[src/source/cpuPkg.sv]
// Shared widths, opcodes, control encodings and the instruction word layout.
// Every unit of the core refers to these by scoped names.
package cpuPkg;
    localparam int wordWidth     = 16;
    localparam int pcWidth       = 9;
    localparam int dataAddrWidth = 8;
    localparam int regIdxWidth   = 4;
    localparam int flagWidth     = 4;

    // flag vector is {O, Z, S, C}
    localparam int flagOvf   = 3;
    localparam int flagZero  = 2;
    localparam int flagSign  = 1;
    localparam int flagCarry = 0;

    localparam logic [3:0] opAdd      = 4'b0000;
    localparam logic [3:0] opSub      = 4'b0001;
    localparam logic [3:0] opNand     = 4'b0010;
    localparam logic [3:0] opShiftGrp = 4'b0011;
    localparam logic [3:0] opNor      = 4'b0100;
    localparam logic [3:0] opLw       = 4'b1000;
    localparam logic [3:0] opSw       = 4'b1001;
    localparam logic [3:0] opJmp      = 4'b1100;
    localparam logic [3:0] opBeq      = 4'b1101;
    localparam logic [3:0] opLdInd    = 4'b1111;

    // low two bits of s2 inside the shift group
    localparam logic [1:0] subNeg = 2'b00;
    localparam logic [1:0] subSar = 2'b01;
    localparam logic [1:0] subShr = 2'b10;
    localparam logic [1:0] subShl = 2'b11;

    localparam logic [2:0] aluAdd  = 3'd0;
    localparam logic [2:0] aluSub  = 3'd1;
    localparam logic [2:0] aluNand = 3'd2;
    localparam logic [2:0] aluNor  = 3'd3;
    localparam logic [2:0] aluNeg  = 3'd4;
    localparam logic [2:0] aluSar  = 3'd5;
    localparam logic [2:0] aluShr  = 3'd6;
    localparam logic [2:0] aluShl  = 3'd7;

    localparam logic [1:0] regS1    = 2'd0; // operand A
    localparam logic [1:0] shiftImm = 2'd1;
    localparam logic [1:0] regS2    = 2'd0; // operand B
    localparam logic [1:0] regD     = 2'd1;

    localparam logic [1:0] addrLoad     = 2'd0;
    localparam logic [1:0] addrStore    = 2'd1;
    localparam logic [1:0] addrIndirect = 2'd2;

    typedef struct packed {
        logic [3:0] opcode;
        logic [3:0] d;
        logic [3:0] s1;
        logic [3:0] s2;
    } regFmt;

    // address view, load form or store/jump form
    typedef union packed {
        struct packed {
            logic [3:0] opcode;
            logic [3:0] spare;
            logic [7:0] loadAddr;
        } ld;
        struct packed {
            logic [3:0] opcode;
            logic [7:0] target; // sw address or jmp target
            logic [3:0] spare;
        } st;
    } addrFmt;

    typedef union packed {
        regFmt  r;
        addrFmt a;
    } instrWord;
endpackage

[src/source/decodeBus.sv]
// Decoded control bundle from the decoder to execute, fetch and the output side.
`timescale 1ns/10ps
interface decodeBus;
    logic [2:0] aluOp;
    logic [1:0] selA;
    logic [1:0] selB;
    logic       regWrite;
    logic       wbFromMem;
    logic       memWrite;
    logic [1:0] addrSel;
    logic       jump;
    logic       branch;
    logic       updateFlags;

    modport driver (
        output aluOp, selA, selB, regWrite, wbFromMem, memWrite,
               addrSel, jump, branch, updateFlags
    );

    modport exec (
        input aluOp, selA, selB, jump, branch
    );

    modport out (
        input memWrite, addrSel, regWrite, wbFromMem, updateFlags
    );
endinterface

[src/source/aluCore.sv]
// Operand selection, the eight ALU operations and next-flag computation.
// Shifts take their amount from the s1 field and shift the rd value.
`timescale 1ns/10ps
module aluCore (
    decodeBus.exec                        ctrl,
    input  cpuPkg::instrWord              instr,
    input  logic [cpuPkg::wordWidth-1:0]  valS1,
    input  logic [cpuPkg::wordWidth-1:0]  valS2,
    input  logic [cpuPkg::wordWidth-1:0]  valD,
    output logic [cpuPkg::wordWidth-1:0]  result,
    output logic [cpuPkg::flagWidth-1:0]  flagsNext
);
    logic [cpuPkg::wordWidth-1:0] opA;
    logic [cpuPkg::wordWidth-1:0] opB;
    logic [cpuPkg::wordWidth-1:0] negB;
    logic [3:0] amt;
    logic [3:0] shlIdx;
    logic       carry;
    logic       ovf;

    assign opA = (ctrl.selA == cpuPkg::shiftImm) ? cpuPkg::wordWidth'(instr.r.s1) : valS1;
    assign opB = (ctrl.selB == cpuPkg::regD) ? valD : valS2;
    assign negB   = -opB;
    assign amt    = opA[3:0];
    assign shlIdx = 4'd0 - amt; // 16 - n, taken mod 16

    always_comb begin
        result = '0;
        carry  = 1'b0;
        ovf    = 1'b0;
        case (ctrl.aluOp)
            cpuPkg::aluAdd: begin
                {carry, result} = {1'b0, opA} + {1'b0, opB};
                ovf = (opA[15] == opB[15]) && (result[15] != opA[15]);
            end
            cpuPkg::aluSub: begin
                {carry, result} = {1'b0, opA} + {1'b0, negB}; // A plus -B
                ovf = (opA[15] == negB[15]) && (result[15] != opA[15]);
            end
            cpuPkg::aluNand: result = ~(opA & opB);
            cpuPkg::aluNor:  result = ~(opA | opB);
            cpuPkg::aluNeg: begin
                result = -opA;
                ovf = (result != '0) && (result[15] == opA[15]);
            end
            cpuPkg::aluSar: begin
                result = $signed(opB) >>> amt; // sign fill
                carry  = (amt != 4'd0) && opB[amt - 4'd1];
            end
            cpuPkg::aluShr: begin
                result = opB >> amt;
                carry  = (amt != 4'd0) && opB[amt - 4'd1];
                ovf    = opB[15]; // sign of the original operand
            end
            default: begin // shl
                result = opB << amt;
                carry  = (amt != 4'd0) && opB[shlIdx];
                ovf    = (amt == 4'd1) && (opB[15] ^ opB[14]);
            end
        endcase
    end

    always_comb begin
        flagsNext                    = '0;
        flagsNext[cpuPkg::flagOvf]   = ovf;
        flagsNext[cpuPkg::flagZero]  = (result == '0);
        flagsNext[cpuPkg::flagSign]  = result[15];
        flagsNext[cpuPkg::flagCarry] = carry;
    end
endmodule

[src/flat_wrapper.sv]
// flat-port wrapper written by rule: the top's interface ports become plain ports
module aluCore_flat 
  (instr, valS1, valS2, valD, result, flagsNext, ctrl_aluOp, ctrl_selA, ctrl_selB, ctrl_jump, ctrl_branch);
  decodeBus ctrl_i ();
  input  cpuPkg::instrWord instr;
  input  logic [cpuPkg::wordWidth-1:0] valS1;
  input  logic [cpuPkg::wordWidth-1:0] valS2;
  input  logic [cpuPkg::wordWidth-1:0] valD;
  output logic [cpuPkg::wordWidth-1:0] result;
  output logic [cpuPkg::flagWidth-1:0] flagsNext;
  input wire logic [$bits(ctrl_i.aluOp)-1:0] ctrl_aluOp;
  input wire logic [$bits(ctrl_i.selA)-1:0] ctrl_selA;
  input wire logic [$bits(ctrl_i.selB)-1:0] ctrl_selB;
  input wire logic [$bits(ctrl_i.jump)-1:0] ctrl_jump;
  input wire logic [$bits(ctrl_i.branch)-1:0] ctrl_branch;
  assign ctrl_i.aluOp = ctrl_aluOp;
  assign ctrl_i.selA = ctrl_selA;
  assign ctrl_i.selB = ctrl_selB;
  assign ctrl_i.jump = ctrl_jump;
  assign ctrl_i.branch = ctrl_branch;
  aluCore u_core (.ctrl(ctrl_i), .instr(instr), .valS1(valS1), .valS2(valS2), .valD(valD), .result(result), .flagsNext(flagsNext));
endmodule
[config.mk]
export PLATFORM = sky130hd
export DESIGN_NAME = aluCore_flat
export DESIGN_NICKNAME = d
export VERILOG_FILES = /design/src/source/cpuPkg.sv /design/src/source/decodeBus.sv /design/src/source/aluCore.sv /design/src/flat_wrapper.sv
export SDC_FILE = /design/constraint.sdc
export NUM_CORES = 1
export LEC_CHECK = 0
export BUFFER_PORTS_ARGS = -buffer_cell sky130_fd_sc_hd__buf_2
export CAP_MARGIN = 20
export CORE_MARGIN = 1.5
export CORE_UTILIZATION = 59
export DETAILED_ROUTE_END_ITERATION = 10
export MAX_ROUTING_LAYER = met4
export PLACE_DENSITY = 0.83
export RECOVER_POWER = 100
export SYNTH_ARGS = -nofsm -noshare
export SYNTH_HDL_FRONTEND = slang
export SYNTH_SLANG_ARGS = --single-unit
[constraint.sdc]
create_clock -name vclk -period 11.45
set_clock_uncertainty 0.2 [all_clocks]
set_input_delay 0.5725 -clock vclk [all_inputs]
set_output_delay 0.5725 -clock vclk [all_outputs]
set_load 0.03 [all_outputs]
==> summary.txt, run 1 <==
Route
  • Metal3 WL: 3.178 mm
  • Top sig layer: met4
  • DR vias/cell: 7.283
  • Drt first pass iters: 8
  • WL final: 22.47 mm
  • DR WL/cell: 24.04 µm
  • M1 WL: 8.460 mm
  • Via count: 6,810
  • DR WL met2: 9.515 mm
  • Routed Antenna Nets: 0
  • 1st-iter DRT viols: 1,112
  • Residual DRC: 0

Pwr
  • Worst vdd ir: 0.00005661 V
  • Reg power frac: 0%
  • Clock power frac: 0%
  • Pwr dens: 72.04 nW/µm²
  • Logic pwr share: 100.0%
  • Int Power: 0.1467 mW
  • Sw Ratio: 64.73%
  • Leakage power: 2.448 nW
  • NetSw: 0.2692 mW

Logic synthesis
  • Mean Syn Cell Area: 6.914 µm²
  • Main combinational cell family by area after synthesis: compound AO/OA/AOI/OAI gates
  • Synth top cells by count: 81 x nor2_1, 80 x nand2_1, 66 x a21oi_1
  • Mapped cell area: 5379 µm²
  • Area leader, netlist: ha_1
  • Simple-gate share of the synthesized area: 24.38%
  • Netlist cell types: 77
  • Xor/xnor cell area share of the yosys netlist: 8.304%
  • Compound-gate portion of the synthesized area: 27.91%
  • Mux cell area share after synthesis: 19.10%
  • Seq/Total Area, Yosys: 0%
  • Synth Instances: 778
  • Post-Syn Nets: 906
  • Main area contributors after synthesis: ha_1 12%, mux2i_1 10%, xnor2_1 7.0%, a21oi_1 6.1%, nor2_1 5.7%
  • Synth top area share: 12.33%
  • Most frequent cell after synthesis: nor2_1
  • Ys Warns: 0
  • Adder-cell share of the synthesized area: 13.07%

Cells and area
  • Share of layout cells above drive strength 1: 14.39%
  • # clk buffers: 0
  • Sequential cell area: 0 µm²
  • Sequential cell count: 0
  • Post-Layout Cell Count: 935
  • Final net count: 957
  • Ant. Diodes: 0
  • Final core occ: 65.88%
  • Area growth from synthesis to layout: 7.327%

Setup path
  • Crit-path slowest cell: clkbuf_1
  • Cell family with most CP delay: buffers and inverters
  • CP peak stage delay: 920 ps
  • Crit path launch type: input pin
  • Required @ worst endpoint: 10,680 ps
  • Worst endpoint data arrival time: 6890 ps
  • Crit end category: output pin
  • CP bufs+invs: 5
  • Crit path max fanout: 21
  • Cells along the critical path: buf_2, nor2b_1, clkbuf_1, mux2i_1, clkbuf_1, inv_1, ha_1, o21ai_0, o21ai_0, a31oi_1, o21ai_0, xor2_1, a221oi_1, a21oi_1, nor4_1, nand3_1, nor3_2, clkbuf_1
  • Critical path class: in2out

Die
  • Die height: 98.48 µm
  • Die area: 9698 µm²
  • Die width: 98.48 µm
  • Number of I/O pins: 93
  • Core Rows: 34
  • Initial Utilization: 61.38%
  • CORE AREA: 8763 µm²

Global route
  • Initial antenna violation count: 0
  • GRT overflow: 0
  • Number of global-route vias before repair: 6,189
  • Largest net degree at the start of global routing: 41
  • Wire length of the first global-routing pass: 34.58 mm
  • GRT Total Usage: 46.01%

Timing
  • Pins Over Slew Limit: 0
  • Normalized max-slew margin: 18.17%
  • Final Hold Fails: 0
  • Final setup violation count: 0
  • Fmax: 130.6 MHz
  • Final Cycle Share: 66.88%
  • Least-Margin Pin Slew: 1227 ps
  • Setup TNS: 0 ps
  • RSZ-0062 raised after global routing: false
  • Post-layout min period: 7658 ps

Outcome
  • Status: complete, no violations

Placement
  • Detailed placer's ending HPWL: 17.35 mm
  • I/O Buffers: 79
  • Routability cong.: 1.082
  • Placed cells: 935

Clock network
  • Post-cts hold buffer count: 0
  • Post-CTS setup buffers: 0
  • Post-CTS sizing: 0

Run
  • Max-cap violations: 0

Min path
  • Hold Crit Class: in2out
worst paths after layout:
| path | start | depth (start not counted) | to | slack [ps] |
|---|---|---|---|---|
| setup / recovery | ctrl_selA[0] | 18 | flagsNext[2] | 3790 |
| hold / removal | ctrl_aluOp[2] | 3 | result[3] | 1830 |
logic make-up after synthesis:
logic type	count (synthesis)
AO/OA/AOI/OAI	229
XOR/XNOR	51
adder cells (fa/ha/maj)	55
buffers and inverters	84
multiplexers	84
AND/OR/NAND/NOR	275
tightest hold or removal path, delay by kind of cell:
family	cells	cell delay (ps)
buffers and inverters	2	500
AOI/OAI and AO/OA	1	380
placed cells by master (no fill, tap or decap), types with 6 or more instances in the layout:
cell	netlist	routed
nor2_1	81	81
nand2_1	80	80
a21oi_1	66	66
buf_2	5	62
mux2i_1	56	54
ha_1	53	53
o21ai_0	45	45
xnor2_1	43	43
inv_1	36	36
nor3_1	26	26
nand3_1	25	25
clkbuf_1	22	19
a211oi_1	13	13
buf_4	8	13
mux2i_2	11	11
a22oi_1	10	10
o211ai_1	10	10
o22ai_1	10	10
or3_1	9	9
nor4_1	9	9
nor2b_1	7	8
xor2_1	8	8
o31ai_1	8	8
a31oi_1	8	8
mux2i_4	5	7
nand4_1	7	7
o221ai_1	7	7
a21o_1	7	7
mux4_2	6	6
mux2_2	6	6
layer usage:
layer	vias up	global-route usage (%)
li1	3003	-
met1	3055	59.70
met2	628	69.65
met3	124	9.007
met4	0	19.72
met5	-	-
power groups by stage:
stage / clock [mW] / combinational, mW / sequential (mW)
2_1_floorplan: 0 / 0.293 / 0
3_3_place_gp: 0 / 0.393 / 0
3_5_place_dp: 0 / 0.401 / 0
4_1_cts: 0 / 0.403 / 0
5_1_grt: 0 / 0.439 / 0
6_report: 0 / 0.416 / 0
metrics by stage:
stage	power [mW]	setup WS (ps)	area, µm²	hold WS, ps
global placement	0.3932	4994	5804	1753
floorplan	0.2927	5603	5379	1379
global route	0.4385	3520	5773	1791
finish	0.4159	3792	5773	1828
detailed placement	0.4008	4875	5804	1751
CTS	0.4027	4856	5804	1757
layout make-up:
cell class	count	area (µm²)
multi-input combinational	694	5012
timing repair buffer	94	479.2
tap	108	135.1
inverter	39	146.4
fill	792	2990
No activity file was read; power rests on OpenSTA's default activity.
==> inputs of run 2 (changes only) <==
- clock period: 11.45 -> 7.6 ns (I/O delays scaled with it)
==> run 2 against run 1 <==
The run now ends with capacitance limit, slew limit left. Global-route usage increased by 1.2 points. Critical path type unchanged. First-iteration DRC count rose by 5.1%. Flip-flop and latch count did not move. Wire length rose by 2.5%. Largest power group unchanged. Sequential share of layout area unchanged. Power increased by 53%. Setup slack worse by 2900 ps. Non-clock buffer count rose by 2. Critical path depth rose by 2.
==> summary.txt, run 2 (synthesis results as in run 1) <==
Placement
  • Detailed placer's ending HPWL: 17.76 mm (+2.4%)
  • I/O Buffers: 79 (unchanged)
  • Pre-CTS WS: 1670 ps (-3205 ps)
  • Routability cong.: 1.096 (+1.3%)

Pwr
  • Worst vdd ir: 0.00007192 V (+27%)
  • Pwr dens: 109.7 nW/µm² (+52%)
  • Leakage power: 2.471 nW (+0.95%)

Cells and area
  • Sequential cell area: 0 µm² (unchanged)
  • # clk buffers: 0 (unchanged)
  • Sequential cell count: 0 (unchanged)
  • Most common cell after layout, fill and taps aside: nor2_1
  • Share of layout cells above drive strength 1: 15.20% (+0.81 points)
  • Commonest non-fill, non-tap cells in the layout: 81 x nor2_1, 80 x nand2_1, 66 x a21oi_1, 65 x buf_2, 54 x mux2i_1
  • Final core occ: 66.11% (+0.23 points)
  • Ant. Diodes: 0 (unchanged)
  • Final net count: 959 (+0.21%)
  • Area growth from synthesis to layout: 7.700%

Timing
  • Final setup violation count: 0 (unchanged)
  • Normalized max-slew margin: -8.833% (-27 points)
  • Fmax: 149.6 MHz
  • Setup TNS: 0 ps (unchanged)
  • Least-Margin Pin Slew: 1632 ps (+405.1 ps)
  • Fin worst setup slack: 913.6 ps (-2878 ps)
  • Post-layout min period: 6686 ps
  • Final Hold Fails: 0 (unchanged)
  • Pins Over Slew Limit: 37 (+37)
  • RSZ-0062 raised after global routing: false
  • Final Cycle Share: 87.98%

Setup path
  • Crit path launch type: input pin
  • Crit path max fanout: 11 (-48%)
  • Required @ worst endpoint: 7020 ps (-3660 ps)
  • Crit end category: output pin
  • Worst endpoint data arrival time: 6110 ps (-780 ps)
  • Critical path class: in2out

Global route
  • GRT Total Usage: 47.18% (+1.2 points)
  • Wire length of the first global-routing pass: 35.33 mm (+2.2%)
  • Number of global-route vias before repair: 6,272 (+1.3%)
  • Initial antenna violation count: 0 (unchanged)
  • GRT overflow: 0 (unchanged)
  • Largest net degree at the start of global routing: 40 (-2.4%)

Route
  • DR WL/cell: 24.58 µm (+2.2%)
  • WL final: 23.03 mm (+2.5%)
  • Drt first pass iters: 8 (unchanged)
  • DR vias/cell: 7.363 (+1.1%)
  • Routed Antenna Nets: 0 (unchanged)
  • 1st-iter DRT viols: 1,169 (+5.1%)
  • Via count: 6,899 (+1.3%)
  • Residual DRC: 0 (unchanged)

Min path
  • Min-Delay Path Depth: 8 (+5)
  • Min-Delay Endpoint: flagsNext[2]
  • Hold Crit Class: in2out
  • HP Start: valS1[14]

Clock network
  • Post-CTS sizing: 0 (unchanged)
  • Post-cts hold buffer count: 0 (unchanged)
  • Post-CTS setup buffers: 0 (unchanged)

Outcome
  • Status: finished, violations left
  • Failing checks: capacitance limit, slew limit

Die
  • Die width: 98.48 µm (unchanged)
  • Core Rows: 34 (unchanged)
  • Die area: 9698 µm² (unchanged)
  • Die height: 98.48 µm (unchanged)
  • Number of I/O pins: 93 (unchanged)
  • CORE AREA: 8763 µm² (unchanged)
  • Initial Utilization: 61.38% (unchanged)

Run
  • Max-cap violations: 1 (+1)
-- run 2: cell count changes in the layout (fill, tap and decap cells not counted), sizes merged --
| cell | change |
|---|---|
| buf | +6 |
| clkbuf | -4 |
-- run 2: where the power goes --
part	switching, mW	leakage, nW	internal, mW	total, mW
registers	0	0	0	0
logic	0.413	2.47	0.223	0.636
clock network	0	0	0	0
total	0.413	2.47	0.223	0.636
-- run 2: layout make-up --
type                       instances  area, µm²
fill                             825       2970
inverter                          39      146.4
tap                              108      135.1
multi-input combinational        694       5006
timing repair buffer              96      505.5
-- run 2: worst max-delay path by stage --
stage                             from           end  cells past startpoint  slack (ps)
after floorplan           ctrl_selB[0]    result[15]                     19        2140
after detailed placement  ctrl_selB[1]  flagsNext[2]                     17        1670
after CTS                 ctrl_selB[1]  flagsNext[2]                     20        1640
after global placement    ctrl_selB[1]  flagsNext[3]                     19        1840
after global routing      ctrl_selB[1]  flagsNext[2]                     21         660
final                     ctrl_selB[1]  flagsNext[2]                     20         910
-- run 2: metal layers --
metal,GRT usage [%],vias up,wire (µm)
met4,20.04,0,1501
met5,-,-,0
li1,-,3009,-
met2,71.02,651,9437
met3,9.645,144,3389
met1,61.37,3095,8700
-- run 2: critical path, stage by stage --
cell and delay [ps]:
buf_2 100, nor2b_1 770, buf_4 460, mux2i_2 620
nand3_1 290, or3_1 530, nor2_1 170, xnor2_1 170
ha_1 290, nand2_1 90, nor2_1 60, and4_1 210
a2111oi_0 590, xnor2_1 180, nand2_1 140, a22oi_1 120
nor4_1 350, nand3_1 220, nor3_2 140, buf_2 210
-- run 2: per-stage QoR --
stage          power (mW)  hold WS (ps)  area [µm²]  std cells
4_1_cts            0.6125          1356        5812        936
3_5_place_dp       0.6095          1356        5812        936
5_1_grt            0.6694          1493        5793        937
2_1_floorplan      0.4410         994.5        5379        778
3_3_place_gp       0.5965          1344        5804        935
6_report           0.6356          1480        5793        937
==> inputs of run 3 (changes only) <==
- CORE_UTILIZATION: 59 -> 55
- PLACE_DENSITY: 0.83 -> 0.82
- clock period: 7.6 -> 5.95 ns (I/O delays scaled with it)
==> run 3 against run 2 <==
The flow now finishes without violations. Hold slack got worse by 160 ps. Setup slack worse by 610 ps. Combinational power up 30%. Sequential share of layout area unchanged. Critical path depth down 4. Count of clock-buffer cells in the layout unchanged. Power up 30%. Wire length rose by 2.8%. Global-route usage decreased by 0.46 points. Cell count is 3.7% higher. Via count fell by 1.2%. Design area up 2.2%.
==> summary.txt, run 3 (synthesis results as in run 1) <==
Outcome
  • Status: complete, no violations

Cells and area
  • Sequential cell area: 0 µm² (unchanged)
  • # clk buffers: 0 (unchanged)
  • Ant. Diodes: 0 (unchanged)
  • Sequential cell count: 0 (unchanged)
  • Final net count: 973 (+1.5%)
  • Most common cell after layout, fill and taps aside: nor2_1
  • Design area: 5921 µm² (+2.2%)
  • Share of layout cells above drive strength 1: 16.49% (+1.3 points)
  • Area growth from synthesis to layout: 10.07%
  • Post-Layout Cell Count: 972 (+3.7%)
  • Commonest non-fill, non-tap cells in the layout: 81 x nor2_1, 80 x nand2_1, 66 x a21oi_1, 63 x buf_2, 54 x mux2i_1
  • Final core occ: 63.18% (-2.9 points)

Timing
  • Final setup violation count: 0 (unchanged)
  • Normalized max-slew margin: 30.78% (+40 points)
  • Least-Margin Pin Slew: 1028 ps (-605.0 ps)
  • Pins Over Slew Limit: 0 (-100%)
  • Setup TNS: 0 ps (unchanged)
  • RSZ-0062 raised after global routing: false
  • Final Cycle Share: 94.91%
  • Final Hold Fails: 0 (unchanged)
  • Hold Slack: 1315 ps (-164.4 ps)
  • Post-layout min period: 5647 ps
  • Fmax: 177.1 MHz

Route
  • Via count: 6,813 (-1.2%)
  • 1st-iter DRT viols: 888 (-24%)
  • Routed Antenna Nets: 0 (unchanged)
  • Drt first pass iters: 8 (unchanged)
  • DR WL/cell: 24.36 µm (-0.88%)
  • DR vias/cell: 7.009 (-4.8%)
  • WL final: 23.68 mm (+2.8%)
  • Residual DRC: 0 (unchanged)

Die
  • Die area: 10,380 µm² (+7.1%)
  • Die width: 101.9 µm (+3.5%)
  • Initial Utilization: 57.40% (-4.0 points)
  • Core Rows: 35 (+2.9%)
  • Number of I/O pins: 93 (unchanged)
  • Die height: 101.9 µm (+3.5%)
  • CORE AREA: 9371 µm² (+6.9%)

Setup path
  • Critical path class: in2out
  • Crit end category: output pin
  • Crit path max fanout: 6 (-5)
  • Worst endpoint data arrival time: 5150 ps (-960 ps)
  • Required @ worst endpoint: 5450 ps (-1570 ps)
  • Crit path launch type: input pin

Pwr
  • Clock power frac: 0% (unchanged)
  • Leakage power: 2.537 nW (+2.7%)
  • Worst vdd ir: 0.00008073 V (+12%)
  • NetSw: 0.5341 mW (+29%)
  • Sw Ratio: 64.46% (-0.48 points)
  • Pwr dens: 139.9 nW/µm² (+28%)
  • Reg power frac: 0% (unchanged)
  • Logic pwr share: 100.0% (about the same)
  • Int Power: 0.2945 mW (+32%)

Clock network
  • Post-CTS setup buffers: 0 (unchanged)
  • Post-CTS sizing: 0 (unchanged)
  • Post-cts hold buffer count: 0 (unchanged)

Placement
  • Detailed placer's ending HPWL: 18.60 mm (+4.7%)
  • I/O Buffers: 79 (unchanged)
  • Placed cells: 972 (+3.8%)
  • Post-DP Area: 5946 µm² (+2.3%)
  • Routability cong.: 1.132 (+3.3%)

Global route
  • Initial antenna violation count: 0 (unchanged)
  • Wire length of the first global-routing pass: 35.94 mm (+1.7%)
  • Number of global-route vias before repair: 6,367 (+1.5%)
  • GRT Total Usage: 46.72% (-0.46 points)
  • Largest net degree at the start of global routing: 37 (-7.5%)
  • GRT overflow: 0 (unchanged)

Min path
  • Hold Crit Class: in2out

Run
  • Max-cap violations: 0 (-1)
==> run 3: cell count changes in the layout (fill, tap and decap cells not counted) <==
cell       before  now
buf_4          16   31
buf_2          65   63
a2111oi_0       4    3
a2111oi_1       0    1
mux2i_2        11   12
nor2b_2         1    0
nor2b_4         0    1
mux2i_4         7    6
clkbuf_4        1    0
clkbuf_2        0    1
clkbuf_1       14   15
==> run 3: cell type report <==
type	count	area [µm²]
inverter	39	146.4
multi-input combinational	694	5004
tap	129	161.4
timing repair buffer	110	609.3
fill	900	3451
==> run 3: stage by stage <==
| step | setup slack (ps) | power (mW) |
|---|---|---|
| 2_1_floorplan | 653.4 | 0.5633 |
| 3_3_place_gp | 644.7 | 0.7789 |
| 3_5_place_dp | 465.9 | 0.7972 |
| 4_1_cts | 437.2 | 0.8010 |
| 5_1_grt | 82.77 | 0.8737 |
| 6_report | 302.6 | 0.8286 |
==> run 3: routing by layer <==
metal  wire length, µm  global-route usage [%]  part of all wire, %
met3              3182                   9.781                   13
met4              1536                   20.97                  6.5
met2              9889                   70.77                   42
met5                 0                       -                    0
met1              9069                   59.83                   38
==> run 3: power by group through the flow <==
stage | Sequential (mW) | Combinational, mW | Clock [mW]
after floorplan | 0 | 0.563 | 0
after global placement | 0 | 0.779 | 0
after detailed placement | 0 | 0.797 | 0
after CTS | 0 | 0.801 | 0
after global routing | 0 | 0.874 | 0
final | 0 | 0.829 | 0
==> run 3: critical path, cell delays in order <==
cell and delay [ps]:
buf_2 90, nor2b_1 730, mux2i_1 750, inv_1 210, ha_1 320, a211oi_1 360
o21ai_0 180, a21oi_1 280, a21oi_1 230, a2111oi_0 480, or3_1 220, xnor2_1 80
a211oi_1 290, o21ai_0 220, nor3_2 180, clkbuf_2 220
==> run 3: path summary, 6_finish.rpt <==
path                startpoint            to  slack, ps  cells after the start
setup / recovery  ctrl_selA[0]  flagsNext[2]        300                     16
hold / removal       valS1[14]  flagsNext[2]       1320                      8
